[src/verilog/gba_io_macros.svh]
// Widths and counts for the I/O block. Changing the timer or LED counts
// also needs matching offsets in gba_bus_pkg.
`ifndef GBA_IO_MACROS_SVH
`define GBA_IO_MACROS_SVH

// Halfword bus
`define GBA_DATA_W 16

// Timers 0 to 3
`define GBA_NUM_TIMERS 4

// Free-running prescaler, 1024 divide at full count
`define GBA_PRESCALE_W 10

// LED debug registers
`define GBA_NUM_LED_REGS 4

`endif

[src/verilog/gba_bus_pkg.sv]
// CPU-side I/O bus types. Offsets are halfword indices and anything
// not listed in reg_offset_e reads zero.
`include "gba_io_macros.svh"

package gba_bus_pkg;

    // Timer offsets pair up as L at 2n, H at 2n+1
    typedef enum logic [5:0] {
        TM0CNT_L = 6'h00,
        TM0CNT_H = 6'h01,
        TM1CNT_L = 6'h02,
        TM1CNT_H = 6'h03,
        TM2CNT_L = 6'h04,
        TM2CNT_H = 6'h05,
        TM3CNT_L = 6'h06,
        TM3CNT_H = 6'h07,
        IE_OFS   = 6'h08,
        IF_OFS   = 6'h09,
        IME_OFS  = 6'h0a,
        LED0_OFS = 6'h10,
        LED1_OFS = 6'h11,
        LED2_OFS = 6'h12,
        LED3_OFS = 6'h13
    } reg_offset_e;

    typedef struct packed {
        logic                   rd;
        logic                   wr;
        reg_offset_e            addr;
        logic [`GBA_DATA_W-1:0] wdata;
    } io_req_t;

    typedef struct packed {
        logic                   rvalid;
        logic [`GBA_DATA_W-1:0] rdata;
    } io_rsp_t;

endpackage

[src/verilog/gba_periph_pkg.sv]
// Peripheral state types. The timer control word sits in the low bits
// of TMxCNT_H, start at the top.
`include "gba_io_macros.svh"

package gba_periph_pkg;

    // prescale 0..3 selects a divide of 1, 64, 256, 1024
    typedef struct packed {
        logic       start;
        logic       irq_en;
        logic       cascade;
        logic [1:0] prescale;
    } tmr_ctrl_t;

    // Bit positions in IF, only the timer sources exist here
    typedef enum logic [3:0] {
        IRQ_TIMER0 = 4'd3,
        IRQ_TIMER1 = 4'd4,
        IRQ_TIMER2 = 4'd5,
        IRQ_TIMER3 = 4'd6
    } irq_src_e;

    // ovf pulses on every wrap, req only with irq_en set
    typedef struct packed {
        logic [`GBA_NUM_TIMERS-1:0] ovf;
        logic [`GBA_NUM_TIMERS-1:0] req;
    } tmr_event_t;

endpackage

[src/verilog/io_reg_file.sv]
// Register block for timers, IE/IME and the LED debug mux. Bus strobes are
// single cycle; read data returns one cycle later and reads never side-effect.
`timescale 1ns/1ps
`include "gba_io_macros.svh"

module io_reg_file (
    input  logic                                           gba_clk,
    input  logic                                           rst,
    input  gba_bus_pkg::io_req_t                           req,
    output gba_bus_pkg::io_rsp_t                           rsp,
    input  logic [15:0]                                    buttons,
    input  logic [7:0]                                     sw,
    output logic [7:0]                                     ld,
    input  logic [`GBA_NUM_TIMERS-1:0][`GBA_DATA_W-1:0]    tmr_count,
    input  logic [`GBA_DATA_W-1:0]                         if_flags,
    output logic [`GBA_NUM_TIMERS-1:0][`GBA_DATA_W-1:0]    tmr_reload,
    output gba_periph_pkg::tmr_ctrl_t [`GBA_NUM_TIMERS-1:0] tmr_ctrl,
    output logic [`GBA_NUM_TIMERS-1:0]                     tmr_load,
    output logic [`GBA_DATA_W-1:0]                         ie,
    output logic                                           ime,
    output logic [`GBA_DATA_W-1:0]                         if_ack
);
    import gba_bus_pkg::*;
    import gba_periph_pkg::*;

    localparam int CTRL_W    = $bits(tmr_ctrl_t);
    localparam int TMR_IDX_W = $clog2(`GBA_NUM_TIMERS);
    localparam int LED_IDX_W = $clog2(`GBA_NUM_LED_REGS);

    logic [`GBA_NUM_LED_REGS-1:0][`GBA_DATA_W-1:0] led_q;
    logic [`GBA_DATA_W-1:0]                       rdata_d;
    logic [TMR_IDX_W-1:0]                         tmr_idx;
    logic [LED_IDX_W-1:0]                         led_idx;
    logic [LED_IDX_W-1:0]                         led_sel;
    tmr_ctrl_t                                    new_ctrl;
    logic sel_tmr_l;
    logic sel_tmr_h;
    logic sel_ie;
    logic sel_if;
    logic sel_ime;
    logic sel_led;

    assign tmr_idx  = req.addr[TMR_IDX_W:1];
    assign led_idx  = req.addr[LED_IDX_W-1:0];
    assign new_ctrl = tmr_ctrl_t'(req.wdata[CTRL_W-1:0]);

    // Offset decode, shared by reads and writes
    always_comb begin
        sel_tmr_l = 1'b0;
        sel_tmr_h = 1'b0;
        sel_ie    = 1'b0;
        sel_if    = 1'b0;
        sel_ime   = 1'b0;
        sel_led   = 1'b0;
        case (req.addr)
            TM0CNT_L, TM1CNT_L, TM2CNT_L, TM3CNT_L: sel_tmr_l = 1'b1;
            TM0CNT_H, TM1CNT_H, TM2CNT_H, TM3CNT_H: sel_tmr_h = 1'b1;
            IE_OFS:   sel_ie  = 1'b1;
            IF_OFS:   sel_if  = 1'b1;
            IME_OFS:  sel_ime = 1'b1;
            LED0_OFS, LED1_OFS, LED2_OFS, LED3_OFS: sel_led = 1'b1;
            default: ;
        endcase
    end

    always_ff @(posedge gba_clk) begin
        if (rst) begin
            tmr_reload <= '0;
            tmr_ctrl   <= '0;
            ie         <= '0;
            ime        <= 1'b0;
            led_q      <= '0;
        end else if (req.wr) begin
            if (sel_tmr_l)
                tmr_reload[tmr_idx] <= req.wdata;
            if (sel_tmr_h)
                tmr_ctrl[tmr_idx] <= new_ctrl;
            if (sel_ie)
                ie <= req.wdata;
            if (sel_ime)
                ime <= req.wdata[0];
            if (sel_led)
                led_q[led_idx] <= req.wdata;
        end
    end

    // Load only on the rising edge of start, so rewrites of a running timer keep counting
    always_comb begin
        for (int i = 0; i < `GBA_NUM_TIMERS; i++) begin
            tmr_load[i] = req.wr && sel_tmr_h && (tmr_idx == TMR_IDX_W'(i)) &&
                          new_ctrl.start && !tmr_ctrl[i].start;
        end
    end

    assign if_ack = (req.wr && sel_if) ? req.wdata : '0;

    always_comb begin
        rdata_d = '0;
        if (sel_tmr_l)
            rdata_d = tmr_count[tmr_idx];
        else if (sel_tmr_h)
            rdata_d[CTRL_W-1:0] = tmr_ctrl[tmr_idx];
        else if (sel_ie)
            rdata_d = ie;
        else if (sel_if)
            rdata_d = if_flags;
        else if (sel_ime)
            rdata_d[0] = ime;
        else if (sel_led)
            rdata_d = led_q[led_idx];
    end

    always_ff @(posedge gba_clk) begin
        if (rst) begin
            rsp <= '0;
        end else begin
            rsp.rvalid <= req.rd;
            rsp.rdata  <= rdata_d;
        end
    end

    // LED mux, two bytes per LED register
    assign led_sel = sw[LED_IDX_W:1];

    always_comb begin
        if (sw < 8'(2 * `GBA_NUM_LED_REGS))
            ld = sw[0] ? led_q[led_sel][15:8] : led_q[led_sel][7:0];
        else
            ld = sw[7] ? ~buttons[15:8] : ~buttons[7:0];
    end

endmodule

[src/verilog/timer_bank.sv]
// Four 16-bit up-counters on one free-running prescaler. Overflow events
// are combinational and cascade ripples through in the same cycle.
`timescale 1ns/1ps
`include "gba_io_macros.svh"

module timer_bank (
    input  logic                                           gba_clk,
    input  logic                                           rst,
    input  logic [`GBA_NUM_TIMERS-1:0][`GBA_DATA_W-1:0]    tmr_reload,
    input  gba_periph_pkg::tmr_ctrl_t [`GBA_NUM_TIMERS-1:0] tmr_ctrl,
    input  logic [`GBA_NUM_TIMERS-1:0]                     tmr_load,
    output logic [`GBA_NUM_TIMERS-1:0][`GBA_DATA_W-1:0]    tmr_count,
    output gba_periph_pkg::tmr_event_t                     tmr_events
);
    import gba_periph_pkg::*;

    logic [`GBA_PRESCALE_W-1:0]                   pre_cnt;
    logic [3:0]                                   pre_tick;
    logic [`GBA_NUM_TIMERS-1:0][`GBA_DATA_W-1:0] count_q;
    logic [`GBA_NUM_TIMERS-1:0]                   tick;
    logic [`GBA_NUM_TIMERS-1:0]                   ovf;

    // Ticks aligned to the prescaler count wrapping its low bits
    assign pre_tick[0] = 1'b1;
    assign pre_tick[1] = (pre_cnt[5:0] == '0);
    assign pre_tick[2] = (pre_cnt[7:0] == '0);
    assign pre_tick[3] = (pre_cnt == '0);

    always_comb begin
        logic casc;
        logic src;
        casc = 1'b0;
        for (int i = 0; i < `GBA_NUM_TIMERS; i++) begin
            // Timer 0 has nothing below it to cascade from
            if (tmr_ctrl[i].cascade && i != 0)
                src = casc;
            else
                src = pre_tick[tmr_ctrl[i].prescale];
            tick[i] = tmr_ctrl[i].start && src;
            ovf[i]  = tick[i] && (count_q[i] == '1);
            tmr_events.ovf[i] = ovf[i];
            tmr_events.req[i] = ovf[i] && tmr_ctrl[i].irq_en;
            casc = ovf[i];
        end
    end

    always_ff @(posedge gba_clk) begin
        if (rst) begin
            pre_cnt <= '0;
            count_q <= '0;
        end else begin
            pre_cnt <= pre_cnt + 1'b1;
            for (int i = 0; i < `GBA_NUM_TIMERS; i++) begin
                if (tmr_load[i] || ovf[i])
                    count_q[i] <= tmr_reload[i];
                else if (tick[i])
                    count_q[i] <= count_q[i] + 1'b1;
            end
        end
    end

    assign tmr_count = count_q;

endmodule

[src/verilog/interrupt_controller.sv]
// IF holds timer requests until acknowledged; a set beats an ack on the
// same bit. irq is registered and follows IF by one cycle.
`timescale 1ns/1ps
`include "gba_io_macros.svh"

module interrupt_controller (
    input  logic                       gba_clk,
    input  logic                       rst,
    input  gba_periph_pkg::tmr_event_t tmr_events,
    input  logic [`GBA_DATA_W-1:0]     ie,
    input  logic                       ime,
    input  logic [`GBA_DATA_W-1:0]     if_ack,
    output logic [`GBA_DATA_W-1:0]     if_flags,
    output logic                       irq
);
    import gba_periph_pkg::*;

    logic [`GBA_DATA_W-1:0] if_q;
    logic [`GBA_DATA_W-1:0] if_set;

    always_comb begin
        if_set = '0;
        if_set[IRQ_TIMER0] = tmr_events.req[0];
        if_set[IRQ_TIMER1] = tmr_events.req[1];
        if_set[IRQ_TIMER2] = tmr_events.req[2];
        if_set[IRQ_TIMER3] = tmr_events.req[3];
    end

    always_ff @(posedge gba_clk) begin
        if (rst) begin
            if_q <= '0;
            irq  <= 1'b0;
        end else begin
            if_q <= (if_q & ~if_ack) | if_set;
            irq  <= ime && |(ie & if_q);
        end
    end

    assign if_flags = if_q;

endmodule

[src/verilog/gba_io_top.sv]
// I/O side of the GBA top level: register block, timers and interrupt
// controller on one clock. Button bits arrive already decoded.
`timescale 1ns/1ps
`include "gba_io_macros.svh"

module gba_io_top (
    input  logic                 gba_clk,
    input  logic                 rst,
    input  gba_bus_pkg::io_req_t req,
    output gba_bus_pkg::io_rsp_t rsp,
    input  logic [15:0]          buttons,
    input  logic [7:0]           sw,
    output logic [7:0]           ld,
    output logic                 irq
);
    import gba_periph_pkg::*;

    logic [`GBA_NUM_TIMERS-1:0][`GBA_DATA_W-1:0] tmr_reload;
    logic [`GBA_NUM_TIMERS-1:0][`GBA_DATA_W-1:0] tmr_count;
    tmr_ctrl_t [`GBA_NUM_TIMERS-1:0]              tmr_ctrl;
    logic [`GBA_NUM_TIMERS-1:0]                   tmr_load;
    tmr_event_t                                   tmr_events;
    logic [`GBA_DATA_W-1:0]                       ie;
    logic                                         ime;
    logic [`GBA_DATA_W-1:0]                       if_ack;
    logic [`GBA_DATA_W-1:0]                       if_flags;

    io_reg_file regs (
        .gba_clk, .rst,
        .req, .rsp,
        .buttons, .sw, .ld,
        .tmr_count, .if_flags,
        .tmr_reload, .tmr_ctrl, .tmr_load,
        .ie, .ime, .if_ack
    );

    timer_bank timers (
        .gba_clk, .rst,
        .tmr_reload, .tmr_ctrl, .tmr_load,
        .tmr_count, .tmr_events
    );

    interrupt_controller intc (
        .gba_clk, .rst,
        .tmr_events,
        .ie, .ime, .if_ack,
        .if_flags, .irq
    );

endmodule

[config.mk]
export PLATFORM = sky130hd
export DESIGN_NAME = gba_io_top
export DESIGN_NICKNAME = d
export VERILOG_FILES = /design/src/verilog/gba_bus_pkg.sv /design/src/verilog/gba_periph_pkg.sv /design/src/verilog/io_reg_file.sv /design/src/verilog/timer_bank.sv /design/src/verilog/interrupt_controller.sv /design/src/verilog/gba_io_top.sv
export VERILOG_INCLUDE_DIRS = /design/src /design/src/verilog
export SDC_FILE = /design/constraint.sdc
export NUM_CORES = 1
export LEC_CHECK = 0
export BUFFER_PORTS_ARGS = -buffer_cell sky130_fd_sc_hd__buf_4
export CAP_MARGIN = 40
export CORE_MARGIN = 5
export CORE_UTILIZATION = 25
export DETAILED_ROUTE_END_ITERATION = 16
export SLEW_MARGIN = 15
export SYNTH_ARGS = -nofsm -noshare
export SYNTH_HDL_FRONTEND = slang
export SYNTH_SLANG_ARGS = --single-unit
[constraint.sdc]
create_clock -name gba_clk -period 2.8 [get_ports gba_clk]
set_input_delay 0.28 -clock gba_clk [delete_from_list [all_inputs] [get_ports gba_clk]]
set_output_delay 0.28 -clock gba_clk [all_outputs]
set_load 0.005 [all_outputs]
# --- Word level (Yosys, flattened, before mapping) ---
# Index checks and enable logic that the tools add are counted.
totals:
  register_bits: 273
  input_bits: 50
  wordCells: 186
  output_inout_bits: 26
classes:
  bitwise: 6
  eq_ne: 21
  n_mux: 54
  add_sub_neg: 5
  magnitude_cmp: 10
  n_reduce_logical: 55
ops:
  columns: ["op", "count"]
  rows:
  - ["16-bit 2-to-1 mux", 18]
  - ["64-bit bitwise mux", 2]
  - ["16-bit binary-select mux with 2-bit select", 3]
  - ["16-bit by 1-bit adder with 16-bit output, second input constant", 4]
  - ["16-bit demux with 2-bit select", 2]
  - ["16-bit == test, second input constant", 4]
  - ["16-bit AND", 2]
  - ["1-bit logical AND", 29]
  - ["6-bit by 3-bit == test with 1-bit output, second input constant", 4]
  - ["6-bit by 5-bit == test with 1-bit output, second input constant", 4]
  - ["8-bit 2-to-1 mux", 3]
  - ["2-bit by 3-bit less-than comparator with 1-bit output, second input constant", 7]
  - ["20-bit bitwise mux", 1]
  - ["6-bit by 4-bit == test with 1-bit output, second input constant", 3]
  - ["16-bit inverter", 1]
  - ["8-bit inverter", 2]
  - ["16-bit by 7-bit bitwise OR with 16-bit output", 1]
  - ["16-bit OR reduction", 1]
  - ["15-bit 2-to-1 mux", 1]
  - ["5-bit 2-to-1 mux", 3]
  - ["1-bit 2-to-1 mux", 14]
  - ["6-bit by 2-bit == test with 1-bit output, second input constant", 2]
  - ["6-bit zero test", 2]
  - ["4-bit OR reduction", 3]
  - ["other kinds (17)", 35]

# --- Logic depth before layout (Yosys ltp) ---
# Gate-level depths: netlist of the first run.
logic_depth:
  ltp_word: 16
  mapped_depth: 12
  ltp_nobuf: 10

# --- Cells and area by module ---
# Synthesis of the first run repeated with hierarchy kept, for this count alone.
unflattened:
  cells_unflattened: 1520
  area_unflattened_um2: 13635.6
modules_own_cells:
  columns: ["mod", "area_per_inst_um2", "n_inst", "seq_area_each_um2", "cells_per_inst"]
  rows:
  - ["io_reg_file", 8490.6, 1, 3643.5, 875]
  - ["timer_bank", 4545.6, 1, 1481.4, 592]
  - ["interrupt_controller", 599.3, 1, 340.3, 53]

# --- Least setup slack after synthesis of the first run ---
# Ideal clock, no wire load.
synth_path:
  path_kind: "reg-to-reg"
  startpoint: "reg timers.pre_cnt[0]"
  endpoint: "reg timers.count_q (netlist bit timers.tmr_count[54])"
  t_arrival_ns: 2.393
  path_stages_with_launch: 11
  slack_ns: 0.291
  required_ns: 2.683
  path_buffers: 0
  setup_ns: 0.117
  period_less_slack_ns: 2.509
  cell_sequence: "dfxtp_1 inv_1 ha_1 nor3b_1 and3_1 o311ai_1 a21oi_4 a31o_2 a21oi_1 nor2_2 a22o_1"
synth_between:
  elab_chain_len: 16
  elab_cells_between_ends: 25
  cone_classes: "mux: 12; reduce/logical: 13"
synth_rtl:
  columns: ["element", "line_no", "rtl"]
  rows:
  - ["from (decl)", "timer_bank.sv:17", "logic [`GBA_PRESCALE_W-1:0] pre_cnt;"]
  - ["from (signal assigned)", "timer_bank.sv:52", "pre_cnt <= pre_cnt + 1'b1;"]
  - ["10-bit zero test, or another cell as far along", "timer_bank.sv:27", "assign pre_tick[3] = (pre_cnt == '0);"]
  - ["1-bit binary-select mux with 2-bit select", "timer_bank.sv:38", "src = pre_tick[tmr_ctrl[i].prescale];"]
  - ["1-bit 2-to-1 mux (implied by the code)", "timer_bank.sv:38", null]
  - ["1-bit logical AND", "timer_bank.sv:39", "tick[i] = tmr_ctrl[i].start && src;"]
  - ["1-bit logical AND", "timer_bank.sv:40", "ovf[i] = tick[i] && (count_q[i] == '1);"]
  - ["1-bit 2-to-1 mux", "timer_bank.sv:35", "if (tmr_ctrl[i].cascade && i != 0)"]
  - ["1-bit logical AND", "timer_bank.sv:39", null]
  - ["1-bit logical AND", "timer_bank.sv:40", null]
  - ["1-bit 2-to-1 mux", "timer_bank.sv:35", null]
  - ["1-bit logical AND", "timer_bank.sv:39", null]
  - ["1-bit logical AND", "timer_bank.sv:40", null]
  - ["1-bit 2-to-1 mux *", "timer_bank.sv:35", null]
  - ["1-bit logical AND *", "timer_bank.sv:39", null]
  - ["1-bit logical AND", "timer_bank.sv:40", null]
  - ["1-bit logical OR", "timer_bank.sv:54", "if (tmr_load[i] || ovf[i])"]
  - ["16-bit 2-to-1 mux / 2-bit nonzero test (equally long branches)", null, null]
  - ["to (signal, indexed assignment)", "timer_bank.sv:55", "count_q[i] <= tmr_reload[i];"]
  - ["to (signal, indexed assignment)", "timer_bank.sv:57", "count_q[i] <= count_q[i] + 1'b1;"]
  - ["to (decl)", "timer_bank.sv:19", "logic [`GBA_NUM_TIMERS-1:0][`GBA_DATA_W-1:0] count_q;"]
# Mark *: on every way between the ends. The rest lies on a longest branch, timed or not. The select of a mux whose other input is x is not followed.
# A chain may end at the register's enable or synchronous reset.

# --- Final worst setup path of the first run ---
layout_path:
  startpoint: "reg timers.pre_cnt[1]"
  endpoint: "reg timers.count_q (netlist bit timers.tmr_count[60])"
# The elaborated chain is that of the path after synthesis.

==> flow_metrics.py, run 1 <==
metrics = {
    "finish": {
        "layout-drive-gt1-share_pct": 17.6,
        "final_area_sq_um": 16300,
        "postLayoutCoreUtil_pct": 30.4,
        "n_fill_cell": 5704,
        "syn2layout_area_growth_pct": 21.0,
        "multiInputGateArea_sq_um": 7520,
        "register_area_sq_um": 5470,
        "diodes": 0,
        "nets": 1748,
    },
    "sta": {
        "tightest_slew_ns": 0.826,
        "finalHoldViolCount": 0,
        "final.min_clock_period_ns": 2.71,
        "period_share_pct": 96.7,
        "timing.final.max_slew_violations": 0,
        "layout_setup_ws_ns": 0.0917,
        "grt_setup_unrepaired": "true",
        "tns_ns": 0,
        "setup_viol": 0,
        "clock_skew_ns": 0.0202,
        "max_freq_ghz": 0.369,
        "relSlewSlack_pct": 45.0,
    },
    "placement": {
        "portBuffers": 75,
        "place_area_sq_um": 15100,
        "dp_hpwl_mm": 32.5,
        "pre_cts_slack_ns": 0.122,
        "gp_congestion": 0.910,
    },
    "detailed_routing": {
        "drtIter0Drc": 1453,
        "routed_wl_mm": 47.3,
        "wire_per_inst_microns": 19.6,
        "drc": 0,
        "post_drt_via_cell_ratio": 5.20,
        "drtPass1Iterations": 5,
        "vias": 12500,
        "final_antenna_net_count": 0,
    },
    "worst_setup_path": {
        "rrSetupSlack_ns": 0.09,
        "crit_buf_inv": 2,
        "start_kind": "flip-flop",
        "arrival_ns": 3.14,
        "cp_slowest_stage_delay_ns": 0.37,
        "crit_type": "flip-flop to flip-flop",
        "crit_family": "compound AO/OA/AOI/OAI gates",
        "critPathRequiredTime_ns": 3.24,
        "critical_path.cell_chain": "inv_1, ha_1, nor3b_2, and3_1, o2111ai_2, nand3_4, a31o_2, a21oi_1, buf_4, nor2_1, a2111oi_0",
        "endpoint_kind": "flip-flop",
        "crit_slowest_cell": "dfxtp_1",
        "crit_fanout": 8,
    },
    "synth": {
        "syn_avg_cell_area_sq_um": 8.27,
        "synth.ff_latch_count": 273,
        "syn_inst": 1629,
        "synth.distinct_cells": 76,
        "syn_area_sq_um": 13500,
        "ys_dominant_reg_cell": "dfxtp_1",
        "synthArstFlopShare_pct": 0,
        "synth_edf_count": 0,
        "yosys_warnings": 0,
        "syn_nets": 1685,
        "ys_seq_area_share_pct": 40.6,
    },
    "grt": {
        "antenna_found_initial": 0,
        "grt_pass1_wl_mm": 71.7,
        "gr-total-overflow": 0,
        "grt_max_degree": 111,
        "first_global_vias": 11800,
        "grt_usage_pct": 15.1,
    },
    "die": {
        "start_util_pct": 25.1,
        "die-height_microns": 242,
        "die-area_sq_um": 58600,
        "pin_count": 76,
        "num_rows": 85,
        "fp.dieW_microns": 242,
        "core_region_area_sq_um": 53600,
    },
    "clocking": {
        "h-tree-depth": 1,
        "cts_sinks": 273,
        "cts_tree": "yes",
        "cts_buffers": 31,
        "root_buffer": "clkbuf_16",
        "clockBufferDepth": 3,
        "clk_latency_ns": 0.58,
        "clk_pin_slew_ns": 0.06,
    },
    "power_and_ir_drop": {
        "leakagePower_nw": 5.58,
        "vdd_drop_max_v": 0.000337,
        "fin_total_pwr_mw": 9.01,
        "power.density_nw_per_um2": 552,
    },
    "status": {
        "status": "finished clean",
    },
    "run": {
        "maxCapViolCount": 0,
    },
    "worst_hold_path": {
        "holdCritPathClass": "input pin to flip-flop",
    },
}
cell type report:
type / count / share of cell area [%]
clock buffer: 41 / 5.29
clock inverter: 16 / 1.76
inverter: 12 / 0.276
multi-input combinational: 1219 / 46.1
sequential: 273 / 33.5
tap: 696 / 5.34
timing repair buffer: 155 / 7.70
cell usage in the layout (no fill, tap or decap), drive strengths merged, types with 5 or more instances in the layout:
cell     instances
inv             13
a22o             8
nand4           13
or3             13
nand2b          20
mux2            19
and4             5
nand3b          11
a211oi           7
o31ai            6
mux4            53
nor3            28
and3            19
bufinv           8
a21o             6
a2bb2oi         10
mux2i           41
and2            11
nor4            13
clkinv           6
o21ai           56
nand2          375
ha               6
buf            152
nor3b           10
nor2b            6
a22oi           23
clkbuf          43
a21oi          231
xor2             6
dfxtp          273
nand3           42
a31oi           16
nor2           110
a221oi           9
synthesized netlist by cell type, types with 7 or more instances:
master	instances	area [sq um]
inv_1	11	41.3
buf_2	11	55.1
clkbuf_1	97	364
nand4_1	13	81.3
a221oi_1	9	78.8
mux4_2	53	1190
nor2_1	108	405
a31oi_1	16	100
nand2_1	375	1410
o21ai_0	39	195
a211oi_1	7	52.6
nor3_1	27	135
a21oi_1	229	1150
and3_1	19	119
nand2b_1	20	125
or3_1	13	81.3
o21ai_1	17	85.1
dfxtp_1	273	5470
nand3_1	40	200
and2_1	11	68.8
a2bb2oi_1	10	87.6
mux2_2	15	169
nor4_1	13	81.3
nor3b_1	10	75.1
buf_1	11	41.3
mux2i_1	41	410
nand3b_1	11	82.6
a22oi_1	23	173
a22o_1	8	70.1
flip-flops by register name (all words and copies together) (netlist names):
register,count
regs.rsp,17
regs.ie,16
intc.irq,1
regs.tmr_ctrl,20
timers.tmr_count,64
intc.if_flags,16
regs.led_q,64
regs.tmr_reload,64
timers.pre_cnt,10
regs.ime,1
what timing repair did:
item / in CTS / in global routing
hold buffers: 1 / 0
gates resized for setup: 0 / 11
buffers inserted: 0 / 1
endpoints found under the setup margin: 0 / 31
endpoints found under the hold margin: 1 / 0
logic make-up (layout without fill, tap and decap cells):
logic type      after synthesis  in the layout  share of synthesized area, %
mux                         113            113                          13.5
buf+inv                     137            224                          4.11
simple gates                687            687                          22.9
compound gates              404            404                          17.8
xor+xnor                      9              9                         0.585
fa+ha+maj                     6              6                         0.557
flops                       273            273                          40.6
per-layer routing:
metal  vias up  part of all wire (%)  global-route usage [%]
li1       5922                     -                       -
met1      6149                    45                    21.8
met2       412                    46                    23.6
met3        66                   6.1                    1.92
met4         0                   2.9                    4.88
met5         -                     0                       0
final timing paths:
kind                                     from                           endpoint  depth (start not counted)
max              timers.pre_cnt[1]$_SDFF_PP0_  timers.tmr_count[60]$_SDFFE_PP0P_                         11
min                                    req[8]        intc.if_flags[8]$_SDFF_PP0_                          2
max reg2reg      timers.pre_cnt[1]$_SDFF_PP0_  timers.tmr_count[60]$_SDFFE_PP0P_                         11
min reg2reg  regs.tmr_reload[22]$_SDFFE_PP0P_   regs.tmr_reload[22]$_SDFFE_PP0P_                          2
worst register-to-register path: stages (launching register included):
cell and delay, ns:
dfxtp_1 0.37, inv_1 0.06, ha_1 0.18, nor3b_2 0.18, and3_1 0.23, o2111ai_2 0.35, nand3_4 0.17, a31o_2 0.26
a21oi_1 0.12, buf_4 0.19, nor2_1 0.08, a2111oi_0 0.37
report_power, final:
group	internal [mW]	switching [mW]
clock network	2.89	1.72
logic	0.170	0.307
registers	3.90	0.0164
total	6.96	2.04
stage by stage:
| stage | hold slack (ns) | cells |
|---|---|---|
| global route | 0.0569 | 2412 |
| finish | 0.0644 | 2412 |
| detailed placement | 0.445 | 2352 |
| global placement | 0.441 | 2352 |
| floorplan | 0.408 | 1629 |
| CTS | 0.0426 | 2410 |
(Power assumes the default switching activity.)
==> run 2, diff against run 1 <==
--- a/config.mk
+++ b/config.mk
@@ -8,7 +8,7 @@
 export LEC_CHECK = 0
 export BUFFER_PORTS_ARGS = -buffer_cell sky130_fd_sc_hd__buf_4
 export CAP_MARGIN = 40
-export CORE_MARGIN = 5
+export CORE_MARGIN = 10
 export CORE_UTILIZATION = 25
 export DETAILED_ROUTE_END_ITERATION = 16
 export SLEW_MARGIN = 15
==> run 2 against run 1 <==
Final area decreased by 0.92%. Die area rose by 8.4%. Sequential share of layout area increased by 0.31 points. Cell count about the same. Routed wire length shrank 1.8%. Largest cell class unchanged. Combinational power decreased by 1%. Critical path type unchanged. Via count is 0.89% higher.
==> flow_metrics.py, run 2 (same netlist as run 1, synthesis figures left out) <==
metrics = {
    "status": {
        "status": "finished clean",
    },
    "power_and_ir_drop": {
        "sw_frac_of_total_pct": 23.3,
        "p_int_mw": 6.50,
        "power.density_nw_per_um2": 524,
        "leakagePower_nw": 5.52,
        "combPwrFrac_pct": 5.6,
        "clkPwrFrac_pct": 48.2,
        "p_sw_mw": 1.98,
        "seqPwrFrac_pct": 46.2,
        "vdd_drop_max_v": 0.000288,
    },
    "grt": {
        "gr-total-overflow": 0,
        "antenna_found_initial": 0,
        "grt_usage_pct": 14.1,
        "grt_max_degree": 109,
        "first_global_vias": 12100,
        "grt_pass1_wl_mm": 71.2,
    },
    "die": {
        "start_util_pct": 25.1,
        "pin_count": 76,
        "num_rows": 85,
        "core_region_area_sq_um": 53600,
        "fp.dieW_microns": 252,
        "die-area_sq_um": 63600,
        "die-height_microns": 252,
    },
    "finish": {
        "postLayoutCoreUtil_pct": 30.1,
        "diodes": 0,
        "final_common_cell": "nand2_1",
        "layout-drive-gt1-share_pct": 17.2,
        "syn2layout_area_growth_pct": 19.9,
        "final_cell_mix": "nand2_1 (375), dfxtp_1 (273), a21oi_1 (229), buf_4 (149), nor2_1 (108)",
        "n_fill_cell": 5647,
        "nets": 1751,
    },
    "worst_setup_path": {
        "arrival_ns": 3.15,
        "crit_type": "flip-flop to flip-flop",
        "cp_slowest_stage_delay_ns": 0.57,
        "critical_path.cell_chain": "ha_2, and3_1, nand3_2, or4_4, a21oi_4, a31o_2, buf_6, nand3_1, or3_1, a31oi_1",
        "crit_buf_inv": 1,
        "endpoint_kind": "flip-flop",
        "critical_path_cell_count": 10,
        "worstRegToRegCells": 10,
        "critPathRequiredTime_ns": 3.29,
        "rrSetupSlack_ns": 0.13,
        "crit_slowest_cell": "or4_4",
        "reg2reg_from": "timers.tmr_count[17]$_SDFFE_PP0P_",
        "reg2reg_to": "timers.tmr_count[62]$_SDFFE_PP0P_",
        "start_kind": "flip-flop",
        "crit_fanout": 10,
        "crit_family": "simple AND/OR/NAND/NOR gates",
    },
    "clocking": {
        "cts_sinks": 273,
        "cts_setup_buffers": 0,
        "clk_pin_slew_ns": 0.06,
        "clk_latency_ns": 0.57,
        "clockBufferDepth": 3,
        "h-tree-depth": 1,
        "root_buffer": "clkbuf_16",
        "cts_buffers": 31,
        "cts_tree": "yes",
    },
    "worst_hold_path": {
        "min_from": "req[10]",
        "holdCritPathClass": "input pin to flip-flop",
        "whs_endpoint": "intc.if_flags[10]$_SDFF_PP0_",
        "holdPathStages": 2,
    },
    "detailed_routing": {
        "drc": 0,
        "post_drt_via_cell_ratio": 5.25,
        "vias": 12700,
        "wire_per_inst_microns": 19.3,
        "final_antenna_net_count": 0,
        "drtIter0Drc": 1426,
        "drtPass1Iterations": 8,
        "routed_wl_mm": 46.4,
    },
    "sta": {
        "grt_setup_unrepaired": "true",
        "finalHoldViolCount": 0,
        "layout_setup_ws_ns": 0.133,
        "timing.final.max_slew_violations": 0,
        "tns_ns": 0,
        "max_freq_ghz": 0.375,
        "period_share_pct": 95.2,
        "final.min_clock_period_ns": 2.67,
        "tightest_slew_ns": 0.781,
        "setup_viol": 0,
        "relSlewSlack_pct": 47.9,
        "clock_skew_ns": 0.0205,
    },
    "placement": {
        "dp_hpwl_mm": 32.3,
        "gp_congestion": 0.932,
        "portBuffers": 75,
        "pre_cts_slack_ns": 0.117,
    },
    "run": {
        "maxCapViolCount": 0,
    },
}
[run 2: area by class of cell]
cell class / instances / area (sq um) / share of cell area [%]
clock inverters: 8 / 119 / 0.736
clock buffers: 45 / 878 / 5.44
repair buffers: 158 / 1260 / 7.83
flip-flops and latches: 273 / 5470 / 33.8
well taps: 696 / 871 / 5.39
multi-input cells: 1219 / 7510 / 46.5
inverters: 12 / 45.0 / 0.279
[run 2: worst max-delay path by stage]
stage,startpoint,endpoint,slack [ns]
after floorplan,timers.pre_cnt[0]$_SDFF_PP0_,timers.tmr_count[54]$_SDFFE_PP0P_,0.29
after global placement,timers.pre_cnt[1]$_SDFF_PP0_,timers.tmr_count[62]$_SDFFE_PP0P_,0.14
after detailed placement,timers.tmr_count[17]$_SDFFE_PP0P_,timers.tmr_count[62]$_SDFFE_PP0P_,0.12
after CTS,timers.tmr_count[17]$_SDFFE_PP0P_,timers.tmr_count[62]$_SDFFE_PP0P_,0.09
after global routing,timers.tmr_count[33]$_SDFFE_PP0P_,timers.tmr_count[62]$_SDFFE_PP0P_,-0.07
final,timers.tmr_count[17]$_SDFFE_PP0P_,timers.tmr_count[62]$_SDFFE_PP0P_,0.13
[run 2: routing by layer]
layer  track usage [%]  vias to the layer above  wire (microns)
li1                  -                     5917               -
met3              2.04                       75            3760
met1              19.7                     6138           20800
met5                 0                        -               0
met2              21.7                      531           20600
met4              4.59                        0            1310
[run 2: what timing repair did]
item,4_1_cts,5_1_grt
hold endpoints to repair,1,0
resized for setup,0,9
setup endpoints to repair,0,41
hold buffers,1,0
[run 2: stage by stage]
step           total power [mW]  hold slack, ns  instance area, sq um  cells
6_report                   8.47          0.0490                 16200   2411
5_1_grt                    8.72          0.0512                 16200   2411
4_1_cts                    8.54          0.0228                 16100   2411
3_5_place_dp               4.47           0.446                 15100   2357
3_3_place_gp               4.46           0.443                 15100   2356
2_1_floorplan              4.26           0.408                 13500   1629
[run 2: power by group through the flow]
stage	Sequential [mW]	Clock, mW	Combinational (mW)
2_1_floorplan	4.00	0	0.265
3_3_place_gp	4.00	0	0.462
3_5_place_dp	4.00	0	0.466
4_1_cts	3.92	4.15	0.468
5_1_grt	3.92	4.30	0.503
6_report	3.92	4.08	0.472
